### config.mk
export PLATFORM = sky130hd
export DESIGN_NAME = dmem_resp_stage
export DESIGN_NICKNAME = d
export VERILOG_FILES = /design/src/isa_pkg.sv /design/src/dmem_pkg.sv /design/src/dmem_resp_stage.sv
export SDC_FILE = /design/constraint.sdc
export NUM_CORES = 1
export LEC_CHECK = 0
export ABC_AREA = 1
export BUFFER_PORTS_ARGS = -buffer_cell sky130_fd_sc_hd__buf_2
export CAP_MARGIN = 20
export CORE_MARGIN = 4
export CORE_UTILIZATION = 31
export CTS_CLUSTER_DIAMETER = 200
export DETAILED_ROUTE_END_ITERATION = 12
export HOLD_SLACK_MARGIN = 0.12
export PLACE_DENSITY = 0.77
export REMOVE_ABC_BUFFERS = 1
export SLEW_MARGIN = 20
export SYNTH_ARGS = -nofsm -noshare
export SYNTH_HDL_FRONTEND = slang
export SYNTH_SLANG_ARGS = --single-unit
### constraint.sdc
create_clock -name clk -period 1.1 [get_ports clk]
set_input_delay 0.11 -clock clk [delete_from_list [all_inputs] [get_ports clk]]
set_output_delay 0.11 -clock clk [all_outputs]
set_load 0.01 [all_outputs]
### src/isa_pkg.sv
/*
 * isa definitions shared by the load/store datapath:
 * machine word width, access widths and memory operations
 */
package isa_pkg;

    // machine word and address width
    localparam int XLEN = 64;

    // access width, encoded as log2 of the byte count
    typedef enum logic [1:0] {
        WIDTH_B = 2'd0,
        WIDTH_H = 2'd1,
        WIDTH_W = 2'd2,
        WIDTH_D = 2'd3
    } mem_width_e;

    // memory operation
    typedef enum logic {
        OP_LOAD  = 1'b0,
        OP_STORE = 1'b1
    } mem_op_e;

endpackage

### src/dmem_pkg.sv
/*
 * data memory channel types: request, response and the
 * metadata kept for the request in flight
 */
package dmem_pkg;

    // request channel payload
    typedef struct packed {
        isa_pkg::mem_op_e           op;
        isa_pkg::mem_width_e        width;
        logic [isa_pkg::XLEN-1:0]   addr;
        logic [isa_pkg::XLEN-1:0]   wdata;
    } dmem_req_t;

    // response channel payload
    // rdata is zero for stores and for failed accesses
    typedef struct packed {
        isa_pkg::mem_op_e           op;
        logic                       err;
        logic [isa_pkg::XLEN-1:0]   rdata;
    } dmem_rsp_t;

    // what the response stage needs to finish a request
    typedef struct packed {
        isa_pkg::mem_op_e           op;
        isa_pkg::mem_width_e        width;
        logic [2:0]                 offset;
        logic                       err;
    } dmem_meta_t;

endpackage

### src/dmem_resp_stage.sv
/*
 * data memory response stage: accept decision, array enables,
 * in-flight metadata and the response valid/ready channel
 */
`timescale 1ns/1ps

module dmem_resp_stage (
    input  logic                        clk,
    input  logic                        rst_n,
    input  logic                        req_valid,
    output logic                        req_ready,
    input  dmem_pkg::dmem_meta_t        req_meta,
    output logic                        we,
    output logic                        re,
    output dmem_pkg::dmem_meta_t        held_meta,
    input  logic [isa_pkg::XLEN-1:0]    load_data,
    output logic                        rsp_valid,
    input  logic                        rsp_ready,
    output dmem_pkg::dmem_rsp_t         rsp
);

    logic accept;

    // room when nothing is pending or the pending response leaves now
    assign req_ready = !rsp_valid || rsp_ready;
    assign accept    = req_valid && req_ready;

    // failed stores never reach the array
    assign we = accept && (req_meta.op == isa_pkg::OP_STORE) && !req_meta.err;
    assign re = accept && (req_meta.op == isa_pkg::OP_LOAD);

    always_ff @(posedge clk) begin
        if (!rst_n) begin
            rsp_valid <= 1'b0;
        end else if (accept) begin
            rsp_valid <= 1'b1;
        end else if (rsp_ready) begin
            rsp_valid <= 1'b0;
        end
    end

    always_ff @(posedge clk) begin
        if (accept) begin
            held_meta <= req_meta;
        end
    end

    // data only for loads that passed the check
    always_comb begin
        rsp.op  = held_meta.op;
        rsp.err = held_meta.err;
        if (held_meta.op == isa_pkg::OP_LOAD && !held_meta.err) begin
            rsp.rdata = load_data;
        end else begin
            rsp.rdata = '0;
        end
    end

    // a stalled response keeps its payload, including the array read data
    a_rsp_stable: assert property (
        @(posedge clk) disable iff (!rst_n)
        (rsp_valid && !rsp_ready) |=> (rsp_valid && $stable(rsp))
    ) else $error("dmem_resp_stage: response changed while stalled");

endmodule

## Yosys cells after proc, flatten, opt, wreduce, memory -nomap -nowiden

Cells that the tools add are included.

- Register bits: 8
- Input bits: 75
- Output and inout bits: 77

- Mux-type cells: 3
- Bitwise logic cells: 2
- Reduce and logical (&&, ||, !) cells: 10

Operator list:

| operator | count |
|---|---|
| $mux W64 | 1 |
| $logic_and A1 B1 Y1 | 5 |
| $logic_not A1 Y1 | 3 |
| $mux W1 | 2 |
| $not A1 Y1 | 2 |
| $reduce_bool A2 Y1 | 1 |
| $logic_or A1 B1 Y1 | 1 |

## Depth between registers and ports, before layout

- Depth in word-level cells: 5
- Depth in mapped cells: 4

## Worst setup path before layout

Ideal clock, no wire load.

- Path type: reg-to-output
- Start: register held_meta[0] (netlist name)
- End: output rsp[10] (netlist name)
- Arrival time: 1.100 ns
- Data required time: 0.990 ns
- Slack: -0.110 ns
- Cell stages (with the launch flop): 5
- Path buffers: 2
- Cells stage by stage: edfxtp_1 -> or2_1 -> buf_6 -> buf_12 -> nor2_4

RTL lines:

| element | RTL line | source |
|---|---|---|
| from (decl) | dmem_resp_stage.sv:15 | `output dmem_pkg::dmem_meta_t held_meta,` |
| from (signal assigned) | dmem_resp_stage.sv:44 | `held_meta <= req_meta;` |
| to (decl) | dmem_resp_stage.sv:19 | `output dmem_pkg::dmem_rsp_t rsp` |

==> summary.txt <==
kind of end point of the critical path: output port
endpoints failing setup: 68
Routed Antenna Nets: 0
Flop pwr share: 0.214
GPL Wtd Cong: 0.712
vias per cell: 4.06
Max-Cap Viols: 0
Syn. warnings: 0
layout cell share with drive strength beyond 1: 0.724
worst slack, placed: -0.202 ns
final worst-path cycle share: 1.39
die footprint: 5500 sq um
top-count cell post-synth: inv_1
Power Density: 586 nW/um^2
Sw Ratio: 0.346
CP max stage delay: 0.42 ns
max-slew violation count: 0
Synth Cell Area: 1360 sq um
cell total after placement: 354
CTS Sinks: 8
number of global-route vias before repair: 1557
min cycle time layout: 1.53 ns
num rows: 23
RSZ-0062 raised after global routing: true
Comb power frac: 0.562
HP Class: in2reg
Boundary Pins: 152
CTS tree: done
largest net degree at the start of global routing: 26
CP max FO: 6
final wirelength: 5.19 mm
area growth from synthesis to layout: 113%
Startpoint Class: flip-flop
Most Crowded Layer GR: met2
met1 Use GR: 0.169
Netlist cell types: 11
n_diodes: 0
Synth Flop Type: edfxtp_1
CTS buffer count: 3
async set or reset register ratio after synthesis: 0
Lkg Pwr: 1.56 nW
Mapped Cells: 157
clock share of power: 0.224
P_int: 0.00111 W
drt first-iter violations: 20
CTS Buffer Depth: 2
violated checks: setup timing
Die Span X: 74.1 microns
initial core utilization: 0.330
initial antenna violation count: 0
root buf cell: clkbuf_8
NetSw: 0.000586 W
met3 Resource Use GR: 0.0676
delay-heaviest family, CP: simple AND/OR/NAND/NOR gates
global-route wire length before repair: 6.88 mm
slowest CP cell: edfxtp_1
clk_lat worst skew: 0.23 ns
# fillers: 283
EDFF count, synth: 7
post-synth top area share: 0.498
detailed-route DRC error count: 0
GR Util met2: 0.280
worst slew pin tran: 0.265 ns
nets@finish: 402
Clock H-tree levels: 1
WL/cell: 13.8 microns
Core Region: 4120 sq um
DR vias: 1528
post-synthesis sequential area ratio: 0.170
grt ovf: 0
cell taking the most area after synthesis: nor2_4
Max rail drop VDD: 0.707 mV
DP Wirelength: 3.30 mm
Buf+Inv Stages, Crit Path: 2
Setup CP Type: reg2out
Die Ht: 74.1 microns
status: finished with violations
Yosys reg bits: 8
post-route total power: 0.00169 W
Buffers on Ports: 151
first drt pass iteration count: 4
synth cell count leaders: inv_1 (69), nor2_4 (60), edfxtp_1 (7)
R2R Setup Slk: 0.09 ns
slew margin rel.: 0.823
filler-free cell count of the finished design: 376
Worst Skew: 0.000397 ns
fmax: 653 MHz
CP Data Arrival Time: 1.42 ns
Reg clk slew, reported paths: 0.04 ns
critical path, cell by cell: or2_4 -> clkbuf_16 -> nor2_4 -> buf_6
Syn Area/Cell: 8.64 sq um
final setup margin: -0.430 ns
synth top area cells: nor2_4 (50%), inv_1 (19%), edfxtp_1 (15%), buf_12 (8.9%), nor2_1 (1.7%)
GR Util All Layers: 0.157
CP Data Required Time: 0.99 ns
final hold violations: 0
hold slack: 0.138 ns
## tightest hold or removal path, stage by stage
cell     delay (ns)
buf_2          0.11
inv_1          0.05
a21oi_1        0.05
## state kept, by name, summed over array words and instances (netlist names)
name       cells
held_meta      7
rsp_valid      1
## layer usage
layer | vias to the layer above | wire, microns
met5 | - | 0
met4 | 0 | 36
met3 | 4 | 862
met2 | 116 | 2580
met1 | 664 | 1720
li1 | 744 | -
## placed cells by master (no fill, tap or decap), drive strengths merged
cell / n
edfxtp: 7
a21oi: 1
nor2: 66
nand2: 3
dlygate4sd3: 8
inv: 69
dfxtp: 1
buf: 160
clkbuf: 9
or2: 2
## through the flow
step	area, sq um	TNS [ns]	utilization
global route	2890	-28.76	0.701
global placement	2110	-5.99	0.512
finish	2890	-25.34	0.701
CTS	2490	-24.79	0.606
floorplan	1210	-194.07	-
detailed placement	2110	-7.98	0.512
## area by class of cell
cell class | instances | area [sq um] | area share
Tap cell | 50 | 62.6 | 0.0217
Multi-Input combinational cell | 72 | 762 | 0.264
Inverter | 69 | 259 | 0.0897
Timing Repair Buffer | 173 | 1530 | 0.529
Clock buffer | 4 | 45.0 | 0.0156
Sequential cell | 8 | 230 | 0.0798
## cell families after synthesis
| group | share of synthesized area |
|---|---|
| simple gates | 0.528 |
| flops | 0.170 |
| buf+inv | 0.299 |
| compound gates | 0.00369 |
## worst paths after layout
kind | from | to | cells after the start
worst min register to register | rsp_valid | rsp_valid | 2
worst max register to register | rsp_valid | held_meta[3] | 3
worst min-delay path | req_valid | rsp_valid | 3
worst max-delay path | held_meta[0] | rsp[20] | 4
## power by group through the flow
stage               combinational, W  sequential (W)  clock (W)
CTS                         0.000789        0.000358   0.000385
global placement            0.000662        0.000362          0
finish                      0.000951        0.000361   0.000379
global route                 0.00102        0.000363   0.000406
detailed placement          0.000673        0.000363          0
floorplan                   0.000417        0.000376          0
## timing repair
| item | in CTS | in global routing |
|---|---|---|
| endpoints found under the setup margin | 64 | 68 |
| pin swaps | 1 | 3 |
| setup buffers | 0 | 2 |
| gates cloned | 1 | 7 |
| endpoints found under the hold margin | 8 | 0 |
| hold buffers | 8 | 0 |
| gates resized for setup | 39 | 43 |
(Power assumes the default switching activity.)
