[config.mk]
export PLATFORM = sky130hd
export DESIGN_NAME = dmem_store_lane
export DESIGN_NICKNAME = d
export VERILOG_FILES = /design/src/isa_pkg.sv /design/src/dmem_pkg.sv /design/src/dmem_store_lane.sv
export SDC_FILE = /design/constraint.sdc
export NUM_CORES = 1
export LEC_CHECK = 0
export ABC_AREA = 0
export BUFFER_PORTS_ARGS = -buffer_cell sky130_fd_sc_hd__clkbuf_2
export CORE_ASPECT_RATIO = 0.6
export CORE_UTILIZATION = 35
export DETAILED_ROUTE_END_ITERATION = 12
export GPL_TIMING_DRIVEN = 1
export PLACE_DENSITY_LB_ADDON = 0.25
export SYNTH_ARGS = -nofsm -noshare
export SYNTH_HDL_FRONTEND = slang
export SYNTH_SLANG_ARGS = --single-unit
[constraint.sdc]
create_clock -name vclk -period 1.5
set_clock_uncertainty 0.05 [all_clocks]
set_input_delay 0.3 -clock vclk [all_inputs]
set_output_delay 0.3 -clock vclk [all_outputs]
set_load 0.01 [all_outputs]
[src/isa_pkg.sv]
/*
 * isa definitions shared by the load/store datapath:
 * machine word width, access widths and memory operations
 */
package isa_pkg;

    // machine word and address width
    localparam int XLEN = 64;

    // access width, encoded as log2 of the byte count
    typedef enum logic [1:0] {
        WIDTH_B = 2'd0,
        WIDTH_H = 2'd1,
        WIDTH_W = 2'd2,
        WIDTH_D = 2'd3
    } mem_width_e;

    // memory operation
    typedef enum logic {
        OP_LOAD  = 1'b0,
        OP_STORE = 1'b1
    } mem_op_e;

endpackage

[src/dmem_pkg.sv]
/*
 * data memory channel types: request, response and the
 * metadata kept for the request in flight
 */
package dmem_pkg;

    // request channel payload
    typedef struct packed {
        isa_pkg::mem_op_e           op;
        isa_pkg::mem_width_e        width;
        logic [isa_pkg::XLEN-1:0]   addr;
        logic [isa_pkg::XLEN-1:0]   wdata;
    } dmem_req_t;

    // response channel payload
    // rdata is zero for stores and for failed accesses
    typedef struct packed {
        isa_pkg::mem_op_e           op;
        logic                       err;
        logic [isa_pkg::XLEN-1:0]   rdata;
    } dmem_rsp_t;

    // what the response stage needs to finish a request
    typedef struct packed {
        isa_pkg::mem_op_e           op;
        isa_pkg::mem_width_e        width;
        logic [2:0]                 offset;
        logic                       err;
    } dmem_meta_t;

endpackage

[src/dmem_store_lane.sv]
/*
 * store lane placement: byte enables from width and byte
 * offset, store data moved up into the addressed lanes
 */
`timescale 1ns/1ps

module dmem_store_lane (
    input  dmem_pkg::dmem_req_t         req,
    output logic [7:0]                  be,
    output logic [isa_pkg::XLEN-1:0]    wdata
);

    logic [2:0] offset;
    logic [7:0] base_mask;

    assign offset = req.addr[2:0];

    // lanes covered by the access before shifting
    always_comb begin
        case (req.width)
            isa_pkg::WIDTH_B: base_mask = 8'h01;
            isa_pkg::WIDTH_H: base_mask = 8'h03;
            isa_pkg::WIDTH_W: base_mask = 8'h0f;
            default:          base_mask = 8'hff;
        endcase
    end

    // misaligned stores may spill lanes off the top, they are
    // blocked by the write enable anyway
    assign be = base_mask << offset;

    // low bytes of the store data land at the byte offset
    assign wdata = req.wdata << {offset, 3'b000};

endmodule

[After elaboration in Yosys (flattened, before gate mapping)]
Index checks and enable logic that the tools add are counted.
Word-level totals
  logic and storage cells: 6
  output and inout port bits: 72
  input port bits: 131
  bits in registers: 0
Cells by class
  equality and inequality tests: 2
  reductions and logical operators: 1
  shifts and indexed selects: 2
  multiplexer cells: 1
Operators by type and width (number)
  $shl 64x6->64: 1
  $pmux 8 s3: 1
  $shl 8x3->8: 1
  $eq 2x1->1 const B: 1
  $eq 2x2->1 const B: 1
  $logic_not 2->1: 1

[Depth between registers and ports, before layout]
Gate-level depths: netlist of the first run.
  word-level depth: 3
  gate-level depth with buffers: 7
  gate-level depth less buffers: 3

[Worst setup path after synthesis of the first run]
OpenSTA, ideal clock, no wires.
  path kind: input -> output
  from: in req[64] in the netlist's numbering
  to: out wdata[48] in the netlist's numbering
  stages: 5
  setup slack: -0.114 ns
  data required time: 1.150 ns
  path buffers: 3
  data arrival time: 1.264 ns
  cell sequence: buf_6 > buf_12 > buf_6 > a2bb2oi_1 > a221oi_1
On the way
  cells in the longest elaborated chain, start to end: 1
RTL lines
  from (decl): line dmem_store_lane.sv:8  | input dmem_pkg::dmem_req_t req,
  $shl 64x6->64: line dmem_store_lane.sv:33  | assign wdata = req.wdata << {offset, 3'b000};
  to (decl): line dmem_store_lane.sv:10  | output logic [isa_pkg::XLEN-1:0] wdata
No other way between the ends.

[Worst setup path after layout of the first run]
  from: in req[65] in the netlist's numbering
  to: out wdata[50] in the netlist's numbering
The elaborated chain is that of the path after synthesis.

==> impl_summary.log, run 1 <==
INFO  metric place.detailed.hpwl = 6.34 mm
INFO  metric setup_viol_count_final = 71
INFO  metric place_congestion = 0.821
INFO  metric grt_start_max_net_pins = 15
INFO  metric hold_slack = 0.894 ns
INFO  metric timing.critical_path.slowest_stage_cell = sky130_fd_sc_hd__a221oi_2
INFO  metric crit_family = buffers and inverters
INFO  metric layout.cell_area.non_filler = 0.00459 mm^2
INFO  metric worst_setup_path_endpoint = wdata[50]
INFO  metric seq_area_frac_synth = 0%
INFO  metric diodes = 0
INFO  metric syn_to_final_growth = 122%
INFO  metric row_count = 21
INFO  metric critPathKind = input pin to output pin
INFO  metric start_util = 36.7%
INFO  metric port_buffers = 141
INFO  metric layout_common_cells = 92 x sky130_fd_sc_hd__clkbuf_2, 70 x sky130_fd_sc_hd__buf_4, 42 x sky130_fd_sc_hd__mux2i_1, 42 x sky130_fd_sc_hd__buf_6, 26 x sky130_fd_sc_hd__buf_2
INFO  metric drive_gt1_share = 75.3%
INFO  metric synth.distinct_cells = 31
INFO  metric vias = 3083
INFO  metric synthesis.nets = 390
INFO  metric crit_path_start_kind = input pin
INFO  metric seq_cells = 0
INFO  metric placed_area = 0.00337 mm^2
INFO  metric fp.dieArea = 0.00624 mm^2
INFO  metric boundary_pin_count = 203
INFO  metric critical_path_arrival = 1.43 ns
INFO  metric fill_cells = 372
INFO  metric timing.hold.worst.class = input pin to output pin
INFO  metric setup.worst_path.end_class = output pin
INFO  metric leakagePower = 2.17 nW
INFO  metric syn-mean-instance-area = 8.00 um^2
INFO  metric layout.cells.most_common = sky130_fd_sc_hd__clkbuf_2
INFO  metric drt_first_iter_violations = 141
INFO  metric max-vdd-ir-drop = 203 uV
INFO  metric rsz0062_at_grt = true
INFO  metric dieHeight = 61.6 um
INFO  metric worstMarginPinSlew = 0.731 ns
INFO  metric crit_path_time_final = 1.78 ns
INFO  metric violations = negative setup slack
INFO  metric outcome = complete, but fails checks
INFO  metric finalMaxSlewViolations = 0
INFO  metric timing.final.hold_violations = 0
INFO  metric cp-startpoint = req[65]
INFO  metric routed_via_density = 5.45
INFO  metric finalNetCount = 619
INFO  metric dpl_worst_slack = -0.390 ns
INFO  metric post-route-worst-setup-slack = -0.284 ns
INFO  metric worstPathCellList = clkbuf_16, buf_12, buf_8, mux2i_2, a2bb2oi_2, a221oi_2, buf_2
INFO  metric timing.critical_path.slowest_cell_delay = 0.26 ns
INFO  metric timing.critical_path.fanout_max = 8
INFO  metric relSlewSlack = 51.2%
INFO  metric global_route_wire_length_before_repair = 13.2 mm
INFO  metric max_clock_freq = 0.561 GHz
INFO  metric post_cts_hold_buffer_count = 0
INFO  metric critical_path_cell_count = 7
INFO  metric clockBufferCount = 0
INFO  metric grt_pass1_vias = 2699
INFO  metric overflow = 0
INFO  metric post_synth_instance_area = 0.00207 mm^2
INFO  metric pwr_density_cell = 345 mW/mm^2
INFO  metric ff_latch_area = 0 um^2
INFO  metric route.final.wire_length = 9.64 mm
INFO  metric postSynthCellCount = 259
INFO  metric die_w = 101 um
INFO  metric antenna_violating_nets_post_route = 0
INFO  metric initial_antenna_violation_count = 0
INFO  metric final_min_period_over_clock_period = 119%
INFO  metric drt-wirelength-per-cell = 17.0 um
INFO  metric maxCapViolCount = 0
INFO  metric drc_markers = 0
INFO  metric grt_use_total = 26.9%
INFO  metric ys_warn_count = 0
INFO  metric final_core_util = 81.3%
INFO  metric critical_path_buf_inv_count = 4
INFO  metric drt_pass1_iterations = 4
INFO  metric core = 0.00565 mm^2
INFO  metric crit_required = 1.15 ns
## report_power, final
part           switching [W]  internal [W]
Sequential                 0             0
Combinational       0.000717      0.000868
Clock                      0             0
## cell families (layout without fill, tap and decap cells)
group,count (synthesis),count (layout),synth area share [%]
AO/OA/AOI/OAI,83,83,29.6
buffers and inverters,32,259,12.2
AND/OR/NAND/NOR,72,72,18.6
multiplexers,72,72,39.6
## stage by stage
step	instances	setup TNS [ns]	total power (W)
6_report	566	-11.10	0.00158
2_1_floorplan	259	-0.840	0.000653
4_1_cts	553	-10.23	0.00141
3_5_place_dp	525	-16.76	0.00114
3_3_place_gp	525	-15.63	0.00113
5_1_grt	566	-13.61	0.00168
## worst min-delay path by stage
| stage | from | end | slack, ns | cells past startpoint |
|---|---|---|---|---|
| after floorplan | req[0] | wdata[0] | 0.69 | 1 |
| after global placement | req[5] | wdata[5] | 0.88 | 3 |
| after detailed placement | req[5] | wdata[5] | 0.90 | 3 |
| after CTS | req[66] | wdata[25] | 0.89 | 3 |
| after global routing | req[66] | wdata[25] | 0.90 | 3 |
| final | req[66] | wdata[25] | 0.89 | 3 |
## layout make-up
cell class	count	area (um^2)	area share (%)
repair buffers	259	2180	47.5
well taps	80	100	2.18
multi-input cells	227	2310	50.3
## routing by layer
metal / vias to the layer above / share of wire, % / track usage, %
met4: 0 / 0.67 / 2.28
met5: - / 0 / 0
met1: 1491 / 45 / 36.6
met2: 121 / 50 / 48.6
li1: 1464 / - / -
met3: 7 / 4.7 / 2.61
## tightest hold or removal path: cells and delay by family
kind	cells	cell delay [ns]
buf+inv	2	0.28
simple gates	1	0.06
## cells in the mapped netlist (all sizes together)
master    n  share of area (%)
a221oi    8                3.4
nor2     23                4.2
nand2b    2               0.60
nor3b     1               0.36
and2      8                2.4
a21oi     2               0.48
mux2i    64                 31
a2bb2oi   8                3.4
o22a      9                3.8
a211oi   11                4.0
clkbuf    9                1.6
or2       2               0.60
or3       1               0.30
nand3b    8                2.9
o221ai    8                4.3
nand2     9                1.6
mux4      8                8.7
o21a      9                3.3
buf      23                 11
a21o      1               0.36
o21ai    26                6.3
nor3      1               0.48
a22oi     1               0.36
nor2b    17                5.1
## repair_timing
item | CTS | global route
resized for setup | 121 | 127
pin swaps | 34 | 29
cloned | 6 | 1
endpoints found under the hold margin | 0 | 0
endpoints found under the setup margin | 72 | 72
buffers inserted | 22 | 16
No activity file was read; power rests on OpenSTA's default activity.
==> run 2: changes to the inputs <==
--- a/config.mk
+++ b/config.mk
@@ -7,11 +7,13 @@
 export LEC_CHECK = 0
 export ABC_AREA = 0
 export BUFFER_PORTS_ARGS = -buffer_cell sky130_fd_sc_hd__clkbuf_2
+export CAP_MARGIN = 0
 export CORE_ASPECT_RATIO = 0.6
 export CORE_UTILIZATION = 35
 export DETAILED_ROUTE_END_ITERATION = 12
 export GPL_TIMING_DRIVEN = 1
 export PLACE_DENSITY_LB_ADDON = 0.25
+export SKIP_LAST_GASP = 1
 export SYNTH_ARGS = -nofsm -noshare
 export SYNTH_HDL_FRONTEND = slang
 export SYNTH_SLANG_ARGS = --single-unit
==> constraint.sdc (replaced) <==
create_clock -name vclk -period 1.5
set_clock_uncertainty 0.05 [all_clocks]
set_input_delay 0.3 -clock vclk [all_inputs]
set_output_delay 0.3 -clock vclk [all_outputs]
set_load 0.02 [all_outputs]
==> impl_summary.log, run 2 (synthesized netlist as in run 1, its figures left out) <==
INFO  metric drt_pass1_iterations = 5
INFO  metric post_cts_hold_buffer_count = 0
INFO  metric timing.critical_path.fanout_max = 6
INFO  metric initial_antenna_violation_count = 0
INFO  metric grt_use_total = 29.9%
INFO  metric dpl_worst_slack = -0.380 ns
INFO  metric timing.final.hold_violations = 0
INFO  metric max_clock_freq = 0.536 GHz
INFO  metric drt_first_iter_violations = 289
INFO  metric setup_viol_count_final = 71
INFO  metric route.final.wire_length = 14.1 mm
INFO  metric maxCapViolCount = 0
INFO  metric layout.cells.most_common = sky130_fd_sc_hd__buf_4
INFO  metric hold_slack = 0.976 ns
INFO  metric worstPathCellList = buf_8, clkbuf_16, or2_4, buf_12, o22a_1, o21ai_2, clkbuf_8
INFO  metric post-route-worst-setup-slack = -0.366 ns
INFO  metric layout_common_cells = 84 x sky130_fd_sc_hd__buf_4, 71 x sky130_fd_sc_hd__clkbuf_2, 44 x sky130_fd_sc_hd__mux2i_1
INFO  metric cp-startpoint = req[65]
INFO  metric overflow = 0
INFO  metric clockBufferCount = 0
INFO  metric final_min_period_over_clock_period = 124%
INFO  metric grt_start_max_net_pins = 15
INFO  metric core = 0.00565 mm^2
INFO  metric critPathKind = input pin to output pin
INFO  metric fill_cells = 152
INFO  metric seq_cells = 0
INFO  metric timing.hold.worst.class = input pin to output pin
INFO  metric dieHeight = 61.6 um
INFO  metric violations = negative setup slack
INFO  metric critical_path_cell_count = 7
INFO  metric critical_path_arrival = 1.52 ns
INFO  metric critical_path_buf_inv_count = 4
INFO  metric drc_markers = 0
INFO  metric antenna_violating_nets_post_route = 0
INFO  metric pwr_density_cell = 404 mW/mm^2
INFO  metric drive_gt1_share = 79.0%
INFO  metric ff_latch_area = 0 um^2
INFO  metric finalNetCount = 624
INFO  metric drt-wirelength-per-cell = 24.8 um
INFO  metric grt_pass1_vias = 2918
INFO  metric routed_via_density = 6.33
INFO  metric port_buffers = 141
INFO  metric boundary_pin_count = 203
INFO  metric worstMarginPinSlew = 0.359 ns
INFO  metric syn_to_final_growth = 157%
INFO  metric leakagePower = 2.41 nW
INFO  metric crit_family = buffers and inverters
INFO  metric row_count = 21
INFO  metric diodes = 0
INFO  metric global_route_wire_length_before_repair = 14.6 mm
INFO  metric setup.worst_path.end_class = output pin
INFO  metric place.detailed.hpwl = 6.63 mm
INFO  metric timing.critical_path.slowest_stage_cell = sky130_fd_sc_hd__or2_4
INFO  metric rsz0062_at_grt = true
INFO  metric place_congestion = 0.831
INFO  metric crit_path_start_kind = input pin
INFO  metric worst_setup_path_endpoint = wdata[41]
INFO  metric outcome = complete, but fails checks
INFO  metric finalMaxSlewViolations = 0
INFO  metric relSlewSlack = 75.4%
INFO  metric crit_path_time_final = 1.87 ns
INFO  metric timing.critical_path.slowest_cell_delay = 0.30 ns
INFO  metric vias = 3617
INFO  metric fp.dieArea = 0.00624 mm^2
INFO  metric die_w = 101 um
INFO  metric crit_required = 1.15 ns
INFO  metric start_util = 36.7%
INFO  metric max-vdd-ir-drop = 285 uV
INFO  metric multiInputGateArea = 0.00258 mm^2
run 2: how the worst min path moves through the flow:
stage	startpoint	endpoint	slack (ns)	depth (start not counted)
floorplan	req[1]	wdata[1]	0.69	1
detailed placement	req[60]	wdata[60]	0.98	4
global placement	req[62]	wdata[62]	0.97	4
global route	req[60]	wdata[60]	0.99	4
finish	req[59]	wdata[59]	0.98	4
CTS	req[60]	wdata[60]	0.97	4
run 2: area by class of cell:
type | count | share of cell area, %
timing repair buffer | 264 | 49.7
multi-input combinational | 227 | 48.4
tap | 80 | 1.88
run 2: power by group:
group	switching (W)	internal, W
combinational	0.00104	0.00112
clock	0	0
sequential	0	0
run 2: tightest hold or removal path: cells and delay by family:
kind            cells  cell delay, ns
compound gates      1            0.14
buf+inv             2            0.21
mux                 1            0.07
run 2: metrics by stage:
| stage | instances | setup TNS [ns] | cell area (um^2) | utilization [%] | total power, W |
|---|---|---|---|---|---|
| 2_1_floorplan | 259 | -4.52 | 2550 | - | 0.000919 |
| 3_3_place_gp | 538 | -18.38 | 3830 | 67.8 | 0.00143 |
| 3_5_place_dp | 538 | -18.66 | 3830 | 67.8 | 0.00145 |
| 4_1_cts | 557 | -13.80 | 4780 | 84.6 | 0.00180 |
| 5_1_grt | 571 | -18.12 | 5340 | 94.4 | 0.00222 |
| 6_report | 571 | -16.29 | 5340 | 94.4 | 0.00216 |
run 2: per-layer routing:
layer / global-route usage [%] / vias up / wire length [um]
met5: 0 / - / 0
met2: 54.8 / 339 / 6720
met1: 41.4 / 1711 / 5180
li1: - / 1472 / -
met4: 2.90 / 0 / 845
met3: 0.908 / 95 / 1400
run 2: timing repair:
| action | 4_1_cts | 5_1_grt |
|---|---|---|
| setup buffers | 12 | 13 |
| gates cloned | 7 | 5 |
| pin swaps | 19 | 36 |
| gates resized for setup | 153 | 159 |
| endpoints found under the setup margin | 72 | 72 |
