### src/isa_pkg.sv
/*
 * isa definitions shared by the load/store datapath:
 * machine word width, access widths and memory operations
 */
package isa_pkg;

    // machine word and address width
    localparam int XLEN = 64;

    // access width, encoded as log2 of the byte count
    typedef enum logic [1:0] {
        WIDTH_B = 2'd0,
        WIDTH_H = 2'd1,
        WIDTH_W = 2'd2,
        WIDTH_D = 2'd3
    } mem_width_e;

    // memory operation
    typedef enum logic {
        OP_LOAD  = 1'b0,
        OP_STORE = 1'b1
    } mem_op_e;

endpackage

### src/dmem_pkg.sv
/*
 * data memory channel types: request, response and the
 * metadata kept for the request in flight
 */
package dmem_pkg;

    // request channel payload
    typedef struct packed {
        isa_pkg::mem_op_e           op;
        isa_pkg::mem_width_e        width;
        logic [isa_pkg::XLEN-1:0]   addr;
        logic [isa_pkg::XLEN-1:0]   wdata;
    } dmem_req_t;

    // response channel payload
    // rdata is zero for stores and for failed accesses
    typedef struct packed {
        isa_pkg::mem_op_e           op;
        logic                       err;
        logic [isa_pkg::XLEN-1:0]   rdata;
    } dmem_rsp_t;

    // what the response stage needs to finish a request
    typedef struct packed {
        isa_pkg::mem_op_e           op;
        isa_pkg::mem_width_e        width;
        logic [2:0]                 offset;
        logic                       err;
    } dmem_meta_t;

endpackage

### src/dmem_align_check.sv
/*
 * data memory alignment and range check, flags bad
 * accesses and gives the word index inside the RAM
 */
`timescale 1ns/1ps

module dmem_align_check #(
    parameter logic [isa_pkg::XLEN-1:0] RAM_BASE   = 64'h8000_0000,
    parameter int                       DEPTH_LOG2 = 8
) (
    input  dmem_pkg::dmem_req_t     req,
    output logic                    err,
    output logic [DEPTH_LOG2-1:0]   word_idx
);

    logic [isa_pkg::XLEN-1:0] rel;
    logic                     misaligned;
    logic                     out_of_range;

    // base-relative byte address, wraps high for addresses below RAM_BASE
    assign rel = req.addr - RAM_BASE;

    // RAM_BASE is word aligned, so the low bits match the raw address
    always_comb begin
        case (req.width)
            isa_pkg::WIDTH_B: misaligned = 1'b0;
            isa_pkg::WIDTH_H: misaligned = rel[0];
            isa_pkg::WIDTH_W: misaligned = |rel[1:0];
            default:          misaligned = |rel[2:0];
        endcase
    end

    // any bit above the RAM size means past the end or below the base
    assign out_of_range = |rel[isa_pkg::XLEN-1:DEPTH_LOG2+3];

    assign err      = misaligned | out_of_range;
    assign word_idx = rel[DEPTH_LOG2+2:3];

endmodule

### config.mk
export PLATFORM = sky130hd
export DESIGN_NAME = dmem_align_check
export DESIGN_NICKNAME = d
export VERILOG_FILES = /design/src/isa_pkg.sv /design/src/dmem_pkg.sv /design/src/dmem_align_check.sv
export SDC_FILE = /design/constraint.sdc
export NUM_CORES = 1
export LEC_CHECK = 0
export BUFFER_PORTS_ARGS = -buffer_cell sky130_fd_sc_hd__buf_2
export CORE_AREA = 2 2 54 56
export DETAILED_ROUTE_END_ITERATION = 12
export DIE_AREA = 0 0 56 58
export PLACE_DENSITY = 0.72
export SLEW_MARGIN = 20
export SYNTH_ARGS = -nofsm -noshare
export SYNTH_HDL_FRONTEND = slang
export SYNTH_SLANG_ARGS = --single-unit
### constraint.sdc
create_clock -name vclk -period 2.7
set_input_delay 0.54 -clock vclk [all_inputs]
set_output_delay 0.54 -clock vclk [all_outputs]
set_load 0.01 [all_outputs]
=== After elaboration in Yosys (flattened, before gate mapping) ===
Index checks and enable logic that the tools add are counted.

* Register bits after elaboration: 0
* Latch bits: 0
* Bits in writable memories: 0
* Bits in read-only memories: 0
* Input bits: 131
* Output and inout bits: 9
* Logic and storage cells: 9
* Memories kept: 0

* $add $sub $neg: 1
* Multiply operators: 0
* Divide/modulo/power cells: 0
* Order comparisons: 0
* Equal/unequal tests: 2
* Shift-type cells: 0
* Multiplexer cells: 1
* Bitwise logic cells: 1
* Reduce and logical (&&, ||, !) cells: 4

{| class="wikitable"
|+ Operator list
! cell !! count
|-
| 64-bit by 32-bit subtractor with 64-bit output, second input constant || 1
|-
| 53-bit OR reduction || 1
|-
| 1-bit case mux with 3 select lines || 1
|-
| 3-bit OR reduction || 1
|-
| 2-bit by 1-bit == test with 1-bit output, second input constant || 1
|-
| 2-bit == test, second input constant || 1
|-
| 2-bit logical NOT || 1
|-
| 2-bit OR reduction || 1
|-
| 1-bit OR || 1
|}

=== Longest topological paths before layout ===
Gate-level depths: netlist of run 1.

* Depth in word-level cells: 4
* Mapped depth: 5
* Depth with buffers taken out: 5

=== Worst setup path after synthesis of run 1 ===
No wires, ideal clock.

* Path type: input -> output
* Start: input port req[95] (netlist name)
* End: output port err
* Arrival: 1.990 ns
* Data required time: 2.160 ns
* Setup slack: 0.170 ns
* Stages: 5
* Buffers on the path: 0
* Path through: or3_1 -> or3_1 -> nor4_2 -> mux2_1 -> nand4_1

* Word-level cells in the longest chain between the ends: 3

{| class="wikitable"
|+ RTL lines
! item !! line !! RTL
|-
| from (decl) || dmem_align_check.sv:11 || <nowiki>input dmem_pkg::dmem_req_t req,</nowiki>
|-
| 64-bit by 32-bit subtractor with 64-bit output || dmem_align_check.sv:21 || <nowiki>assign rel = req.addr - RAM_BASE;</nowiki>
|-
| 53-bit OR reduction || dmem_align_check.sv:34 || <nowiki>assign out_of_range = |rel[isa_pkg::XLEN-1:DEPTH_LOG2+3];</nowiki>
|-
| 1-bit OR || dmem_align_check.sv:36 || <nowiki>assign err = misaligned | out_of_range;</nowiki>
|-
| to (decl) || dmem_align_check.sv:12 || <nowiki>output logic err,</nowiki>
|}

Every way passes these cells.

=== Final worst setup path of run 1 ===
Same ends and word-level chain as after synthesis.

==> out/qor.yml, run 1 <==
fin_crit_ns: 2.647
vias: 598
grt_first_pass_wirelength_um: 2228
setup_viol_count_final: 0
grt_max_degree: 4
floorplan.core_area_mm2: 0.002663
initial_core_util_pct: 14.29
intPower_w: 0.00004316
timing.critical_path.arrival_ns: 2.11
result_of_the_run: "complete, no violations"
synth_commonest_cells: "sky130_fd_sc_hd__buf_4 (8), sky130_fd_sc_hd__nor3_1 (5), sky130_fd_sc_hd__nand4_1 (4), sky130_fd_sc_hd__nor2_1 (4), sky130_fd_sc_hd__nor4_1 (4)"
layout_worst_path_cycle_share_pct: 98.03
timing.final.max_slew_violations: 0
placement.setup.worst_slack_ns: -0.08755
synth_net_count: 180
rows: 19
synthTopCellsByArea: "sky130_fd_sc_hd__buf_4 (16%), sky130_fd_sc_hd__a2111oi_4 (7.2%), sky130_fd_sc_hd__nand4_1 (6.6%), sky130_fd_sc_hd__nor3_1 (6.6%), sky130_fd_sc_hd__nor4_1 (6.6%)"
post_route_cells_drive_above_1_share_pct: 71.70
post-cts-setup-buffer-count: 0
crit_cells: 7
dieHeight_um: 58
path_type_of_the_worst_min_delay_path: "input port to primary output"
ctsHoldBuffers: 0
biggest_area_consumer_among_synthesized_cells: "sky130_fd_sc_hd__buf_4"
clock_buffers: 0
buffer_ports.inserted: 59
cpPeakStageDelay_ns: 0.40
sequentialPowerShare_pct: 0
power_leakage_nw: 0.3366
p_sw_w: 0.00002751
sequential_cell_area_um2: 0
grt-ovfl-total: 0
crit_path_class: "input port to primary output"
grt_pass1_vias: 580
post-synth-top-count-cell: "sky130_fd_sc_hd__buf_4"
dieArea_mm2: 0.003248
crit_required_ns: 2.16
fin_nets: 239
netlist-cell-type-count: 24
average_wire_length_per_cell_after_detail_routing_um: 10.00
cp_capture_point: "err"
maxClockFrequency_mhz: 377.8
timing.critical_path.fanout_max: 2
worstSetupStartpoint: "req[95]"
critical-path-top-delay-family: "simple AND/OR/NAND/NOR gates"
critPathCaptureType: "primary output"
antenna_found_initial: 0
drt-pass1-iter-count: 2
ioPinCount: 140
worstPathCellList: "buf_2 > or3_1 > or3_4 > nor4_4 > mux2_4 > nand4_1 > buf_2"
post_drt_via_cell_ratio: 4.365
yosysSeqAreaShare_pct: 0
die_width_um: 56
cpMostUsedCell: "sky130_fd_sc_hd__buf_2"
grt_util_all_layers_pct: 8.170
dp_hpwl_um: 1287
grt_setup_unrepaired: "false"
whs_ns: 1.080
gp_routability_congestion: 0.6042
power_density_mw_per_mm2: 98.56
sequential_cell_total: 0
syn-instance-count: 49
critical-path-slowest-cell: "sky130_fd_sc_hd__or3_4"
avgSynthCellArea_um2: 7.763
num_antenna_cells: 0
share_comb_of_total_power_pct: 100.0
synth_warnings: 0
synthesis_to_finish_area_growth_pct: 88.49
worst_pin_slew_ns: 0.3183
critical_path.startpoint_type: "input port"
finalHoldViolations: 0
totalWireLength_um: 1370
syn_area_um2: 380.4
clkPwrFrac_pct: 0
synth_top_cell_area_share_pct: 15.79
drv_cap: 0
timing.slew.headroom_pct: 78.58
layout_setup_ws_ns: 0.05332
postRouteAntennaNets: 0
critPathBufInv: 2
switching_share_pct: 38.93
vdd_drop_max_mv: 0.03727
route.detailed.drc: 0
drt_iter0_drc: 7
==> per-stage QoR <==
step,utilization [%],TNS [ns],total power (W),std cells,cell area (um^2)
2_1_floorplan,-,0,0.00002756,49,380.4
4_1_cts,26.93,0,0.00007175,137,716.9
6_report,26.93,0,0.00007066,137,716.9
3_3_place_gp,26.27,-0.08994,0.00006873,137,699.4
3_5_place_dp,26.27,-0.08755,0.00007006,137,699.4
5_1_grt,26.93,0,0.00007916,137,716.9
==> what timing repair did <==
item | 4_1_cts | 5_1_grt
gates resized for setup | 3 | 0
endpoints found under the hold margin | 0 | 0
setup endpoints to repair | 1 | 0
==> how the worst min path moves through the flow <==
stage,startpoint,endpoint,depth (start not counted)
3_5_place_dp,req[72],word_idx[5],0
5_1_grt,req[68],word_idx[1],0
4_1_cts,req[72],word_idx[5],0
6_report,req[68],word_idx[1],0
3_3_place_gp,req[72],word_idx[5],0
2_1_floorplan,req[67],word_idx[0],1
==> power groups by stage <==
stage	clock network (W)	registers (W)	logic, W
floorplan	0	0	0.0000276
CTS	0	0	0.0000718
global placement	0	0	0.0000687
finish	0	0	0.0000707
global route	0	0	0.0000792
detailed placement	0	0	0.0000701
==> cell families (layout without fill, tap and decap cells) <==
logic type,after synthesis,after routing,synth area share (%)
simple gates,29,29,52.30
buf+inv,8,65,15.79
mux,1,1,2.960
compound gates,8,8,22.04
xor+xnor,3,3,6.909
==> cells in the final DEF, fill, tap and decap left out, types with 2 or more instances in the layout <==
cell / instances
sky130_fd_sc_hd__buf_2: 59
sky130_fd_sc_hd__nor4_1: 4
sky130_fd_sc_hd__nor3_1: 5
sky130_fd_sc_hd__xor2_1: 2
sky130_fd_sc_hd__buf_4: 6
sky130_fd_sc_hd__o21ai_0: 3
sky130_fd_sc_hd__nor4_4: 2
sky130_fd_sc_hd__nand4_1: 4
sky130_fd_sc_hd__nor2_1: 4
==> per-layer routing <==
| layer | wire length [um] | vias to the layer above | share of wire (%) | GRT usage (%) |
|---|---|---|---|---|
| li1 | - | 304 | - | - |
| met1 | 501 | 258 | 37 | 9.164 |
| met2 | 722 | 30 | 53 | 16.81 |
| met3 | 116 | 6 | 8.5 | 0.6696 |
| met4 | 29 | 0 | 2.1 | 1.361 |
| met5 | 0 | - | 0 | 0 |
==> final cells by class <==
class | count | area, um^2
timing repair buffer | 65 | 340.3
tap | 31 | 38.79
multi-input combinational | 41 | 337.8
fill | 311 | 1946
Note: power is estimated with default switching activity, not from simulation.
==> inputs of run 2 (changes only) <==
--- a/config.mk
+++ b/config.mk
@@ -5,11 +5,12 @@
 export SDC_FILE = /design/constraint.sdc
 export NUM_CORES = 1
 export LEC_CHECK = 0
+export ABC_AREA = 1
 export BUFFER_PORTS_ARGS = -buffer_cell sky130_fd_sc_hd__buf_2
-export CORE_AREA = 2 2 54 56
+export CORE_MARGIN = 4
+export CORE_UTILIZATION = 32
 export DETAILED_ROUTE_END_ITERATION = 12
-export DIE_AREA = 0 0 56 58
-export PLACE_DENSITY = 0.72
+export PLACE_DENSITY = 0.84
 export SLEW_MARGIN = 20
 export SYNTH_ARGS = -nofsm -noshare
 export SYNTH_HDL_FRONTEND = slang
==> run 2 against run 1 <==
  * Setup slack gained 0.061 ns
  * Final cell count up 120%
  * First-iteration DRC count rose to 12 times the previous value
  * Routed wire length rose by 150%
  * Design area up 77%
  * Power increased by 72%
  * Non-clock buffer count is 6 lower
  * Synthesized area rose to 2.6 times the previous value
  * Via count up 150%
  * Combinational power is 73% higher
  * Critical path depth is 7 higher
  * Critical path type unchanged
  * Highest routed layer unchanged
==> out/qor.yml, run 2 <==
syn-instance-count: 225  # was 49
post_route_cells_drive_above_1_share_pct: 28.99  # was 71.70%
post_drt_via_cell_ratio: 4.821  # was 4.365
ioPinCount: 140  # unchanged
path_type_of_the_worst_min_delay_path: "input port to primary output"  # unchanged
intPower_w: 0.00005479  # was 0.00004316 W
average_wire_length_per_cell_after_detail_routing_um: 11.10  # was 10.00 um
rows: 19  # unchanged
critical-path-top-delay-family: "simple AND/OR/NAND/NOR gates"  # unchanged
buffer_ports.inserted: 59  # unchanged
critPathBufInv: 2  # unchanged
setup_tns_ns: 0  # unchanged
route.detailed.drc: 0  # unchanged
drv_cap: 0  # unchanged
initial_core_util_pct: 34.74  # was 14.29%
sequentialPowerShare_pct: 0  # about the same
synth_top_cell_area_share_pct: 28.79  # was 15.79%
gp_routability_congestion: 0.9711  # was 0.6042
grt_first_pass_wirelength_um: 5547  # was 2228 um
fin_crit_ns: 2.586  # was 2.647 ns
critPathCaptureType: "primary output"  # unchanged
timing.final.max_slew_violations: 0  # unchanged
power_leakage_nw: 0.6487  # was 0.3366 nW
finalPower_w: 0.0001215  # was 0.00007066 W
most-common-layout-cells: "sky130_fd_sc_hd__nor2_1 (74), sky130_fd_sc_hd__nand2_1 (74), sky130_fd_sc_hd__buf_2 (59), sky130_fd_sc_hd__inv_1 (19), sky130_fd_sc_hd__nand3_1 (14)"  # was sky130_fd_sc_hd__buf_2 (59), sky130_fd_sc_hd__buf_4 (6), sky130_fd_sc_hd__nor3_1 (5)
critical-path-slowest-cell: "sky130_fd_sc_hd__nor2_1"  # was sky130_fd_sc_hd__or3_4
drt-pass1-iter-count: 4  # was 2
grt_max_degree: 6  # was 4
layout_setup_ws_ns: 0.1139  # was 0.05332 ns
grt-ovfl-total: 0  # unchanged
whs_ns: 1.080  # unchanged
yosysSeqAreaShare_pct: 0  # unchanged
biggest_area_consumer_among_synthesized_cells: "sky130_fd_sc_hd__nor2_1"  # was sky130_fd_sc_hd__buf_4
avgSynthCellArea_um2: 4.404  # was 7.763 um^2
timing.slew.headroom_pct: 87.02  # was 78.58%
worstPathCellList: "buf_2 > nor2_1 > nand2_1 > nor2_2 > nand2_1 > nor2_2 > nand2_1 > nand2_1 > nand2_1 > nor2_1 > nand2_1 > nor2_1 > nand2_1 > buf_2"  # was buf_2 > or3_1 > or3_4 > nor4_4 > mux2_4 > nand4_1 > buf_2
clock_buffers: 0  # unchanged
num_antenna_cells: 0  # unchanged
dieHeight_um: 63.65  # was 58 um
switching_share_pct: 54.91  # was 38.93%
crit_required_ns: 2.16  # about the same
fin_nets: 409  # was 239
vdd_drop_max_mv: 0.05132  # was 0.03727 mV
p_sw_w: 0.00006673  # was 0.00002751 W
worst_pin_slew_ns: 0.1927  # was 0.3183 ns
placement.cell_area_mm2: 0.001265  # was 699.4 um^2
crit_path_class: "input port to primary output"  # unchanged
clkPwrFrac_pct: 0  # about the same
cpMostUsedCell: "sky130_fd_sc_hd__nand2_1"  # was sky130_fd_sc_hd__buf_2
sequential_cell_area_um2: 0  # unchanged
placement.setup.worst_slack_ns: 0.1376  # was -0.08755 ns
timing.critical_path.arrival_ns: 2.05  # was 2.11 ns
totalWireLength_um: 3407  # was 1370 um
setup_viol_count_final: 0  # unchanged
floorplan.core_area_mm2: 0.002853  # was 0.002663 mm^2
vias: 1480  # was 598
stdcell_area_mm2: 0.001270  # was 716.9 um^2
synth_warnings: 0  # unchanged
cpPeakStageDelay_ns: 0.18  # was 0.40 ns
maxClockFrequency_mhz: 386.7  # was 377.8 MHz
syn_area_um2: 991.0  # was 380.4 um^2
result_of_the_run: "complete, no violations"  # unchanged
finalHoldViolations: 0  # unchanged
layout_worst_path_cycle_share_pct: 95.78  # was 98.03%
drt_iter0_drc: 87  # was 7
antenna_found_initial: 0  # unchanged
postRouteAntennaNets: 0  # unchanged
grt_pass1_vias: 1359  # was 580
synth_net_count: 356  # was 180
sequential_cell_total: 0  # unchanged
die_width_um: 63.65  # was 56 um
dieArea_mm2: 0.004051  # was 0.003248 mm^2
critical_path.startpoint_type: "input port"  # unchanged
timing.critical_path.fanout_max: 3  # was 2
netlist-cell-type-count: 18  # was 24
synthesis_to_finish_area_growth_pct: 28.16  # was 88.49%
post-synth-top-count-cell: "sky130_fd_sc_hd__nor2_1"  # was sky130_fd_sc_hd__buf_4
share_comb_of_total_power_pct: 100.0  # about the same
grt_util_all_layers_pct: 16.26  # was 8.170%
power_density_mw_per_mm2: 95.69  # was 98.56 mW/mm^2
dp_hpwl_um: 3099  # was 1287 um
synthTopCellsByArea: "sky130_fd_sc_hd__nor2_1 (29%), sky130_fd_sc_hd__nand2_1 (28%), sky130_fd_sc_hd__inv_1 (7.2%), sky130_fd_sc_hd__nand3_1 (7.1%), sky130_fd_sc_hd__nor2_2 (6.3%)"  # was sky130_fd_sc_hd__buf_4 (16%), sky130_fd_sc_hd__a2111oi_4 (7.2%), sky130_fd_sc_hd__nand4_1 (6.6%), sky130_fd_sc_hd__nor3_1 (6.6%), sky130_fd_sc_hd__nor4_1 (6.6%)
synth_commonest_cells: "sky130_fd_sc_hd__nor2_1 (76), sky130_fd_sc_hd__nand2_1 (74), sky130_fd_sc_hd__inv_1 (19)"  # was sky130_fd_sc_hd__buf_4 (8), sky130_fd_sc_hd__nor3_1 (5), sky130_fd_sc_hd__nand4_1 (4), sky130_fd_sc_hd__nor2_1 (4), sky130_fd_sc_hd__nor4_1 (4)
run 2: changes by cell type after synthesis, sizes merged, moves of 3 or more:
cell | before | now
o21ai | 3 | 6
nor3 | 5 | 1
inv | 0 | 21
nand3 | 1 | 14
nand2 | 1 | 78
or3 | 3 | 0
nor2 | 4 | 89
nor4 | 7 | 0
run 2: final cells by class:
class                      count  area [um^2]
fill                         339         1583
multi-input combinational    196        857.1
timing repair buffer          59        295.3
inverter                      21        78.83
tap                           31        38.79
run 2: kinds of logic (layout without fill, tap and decap cells):
logic type,after synthesis,count (layout),share of synthesized area [%]
buffers and inverters,29,80,14.02
AND/OR/NAND/NOR,186,186,79.92
AO/OA/AOI/OAI,8,8,4.292
XOR/XNOR,2,2,1.768
run 2: worst paths after layout:
check | start | end | slack (ns) | depth (start not counted)
max | req[109] | err | 0.11 | 14
min | req[67] | word_idx[0] | 1.08 | 0
run 2: layer usage:
layer  vias up  GRT usage, %  wire length [um]
met4         0         3.504                59
met1       614         22.69              1559
met2        73         25.95              1436
met3         8         2.664               352
li1        785             -                 -
met5         -             0                 0
run 2: stage by stage:
step | cells | util (%)
2_1_floorplan | 225 | -
3_3_place_gp | 307 | 44.34
3_5_place_dp | 307 | 44.34
4_1_cts | 307 | 44.34
5_1_grt | 307 | 44.52
6_report | 307 | 44.52
run 2: power groups by stage:
stage | combinational [W] | clock [W] | sequential, W
2_1_floorplan | 0.0000672 | 0 | 0
3_3_place_gp | 0.000119 | 0 | 0
3_5_place_dp | 0.000120 | 0 | 0
4_1_cts | 0.000121 | 0 | 0
5_1_grt | 0.000138 | 0 | 0
6_report | 0.000122 | 0 | 0
run 2: repair_timing:
action,in CTS,in global routing
gates resized for setup,0,2
buffers inserted,0,0
setup endpoints to repair,0,1
hold endpoints to repair,0,0
hold buffers,0,0
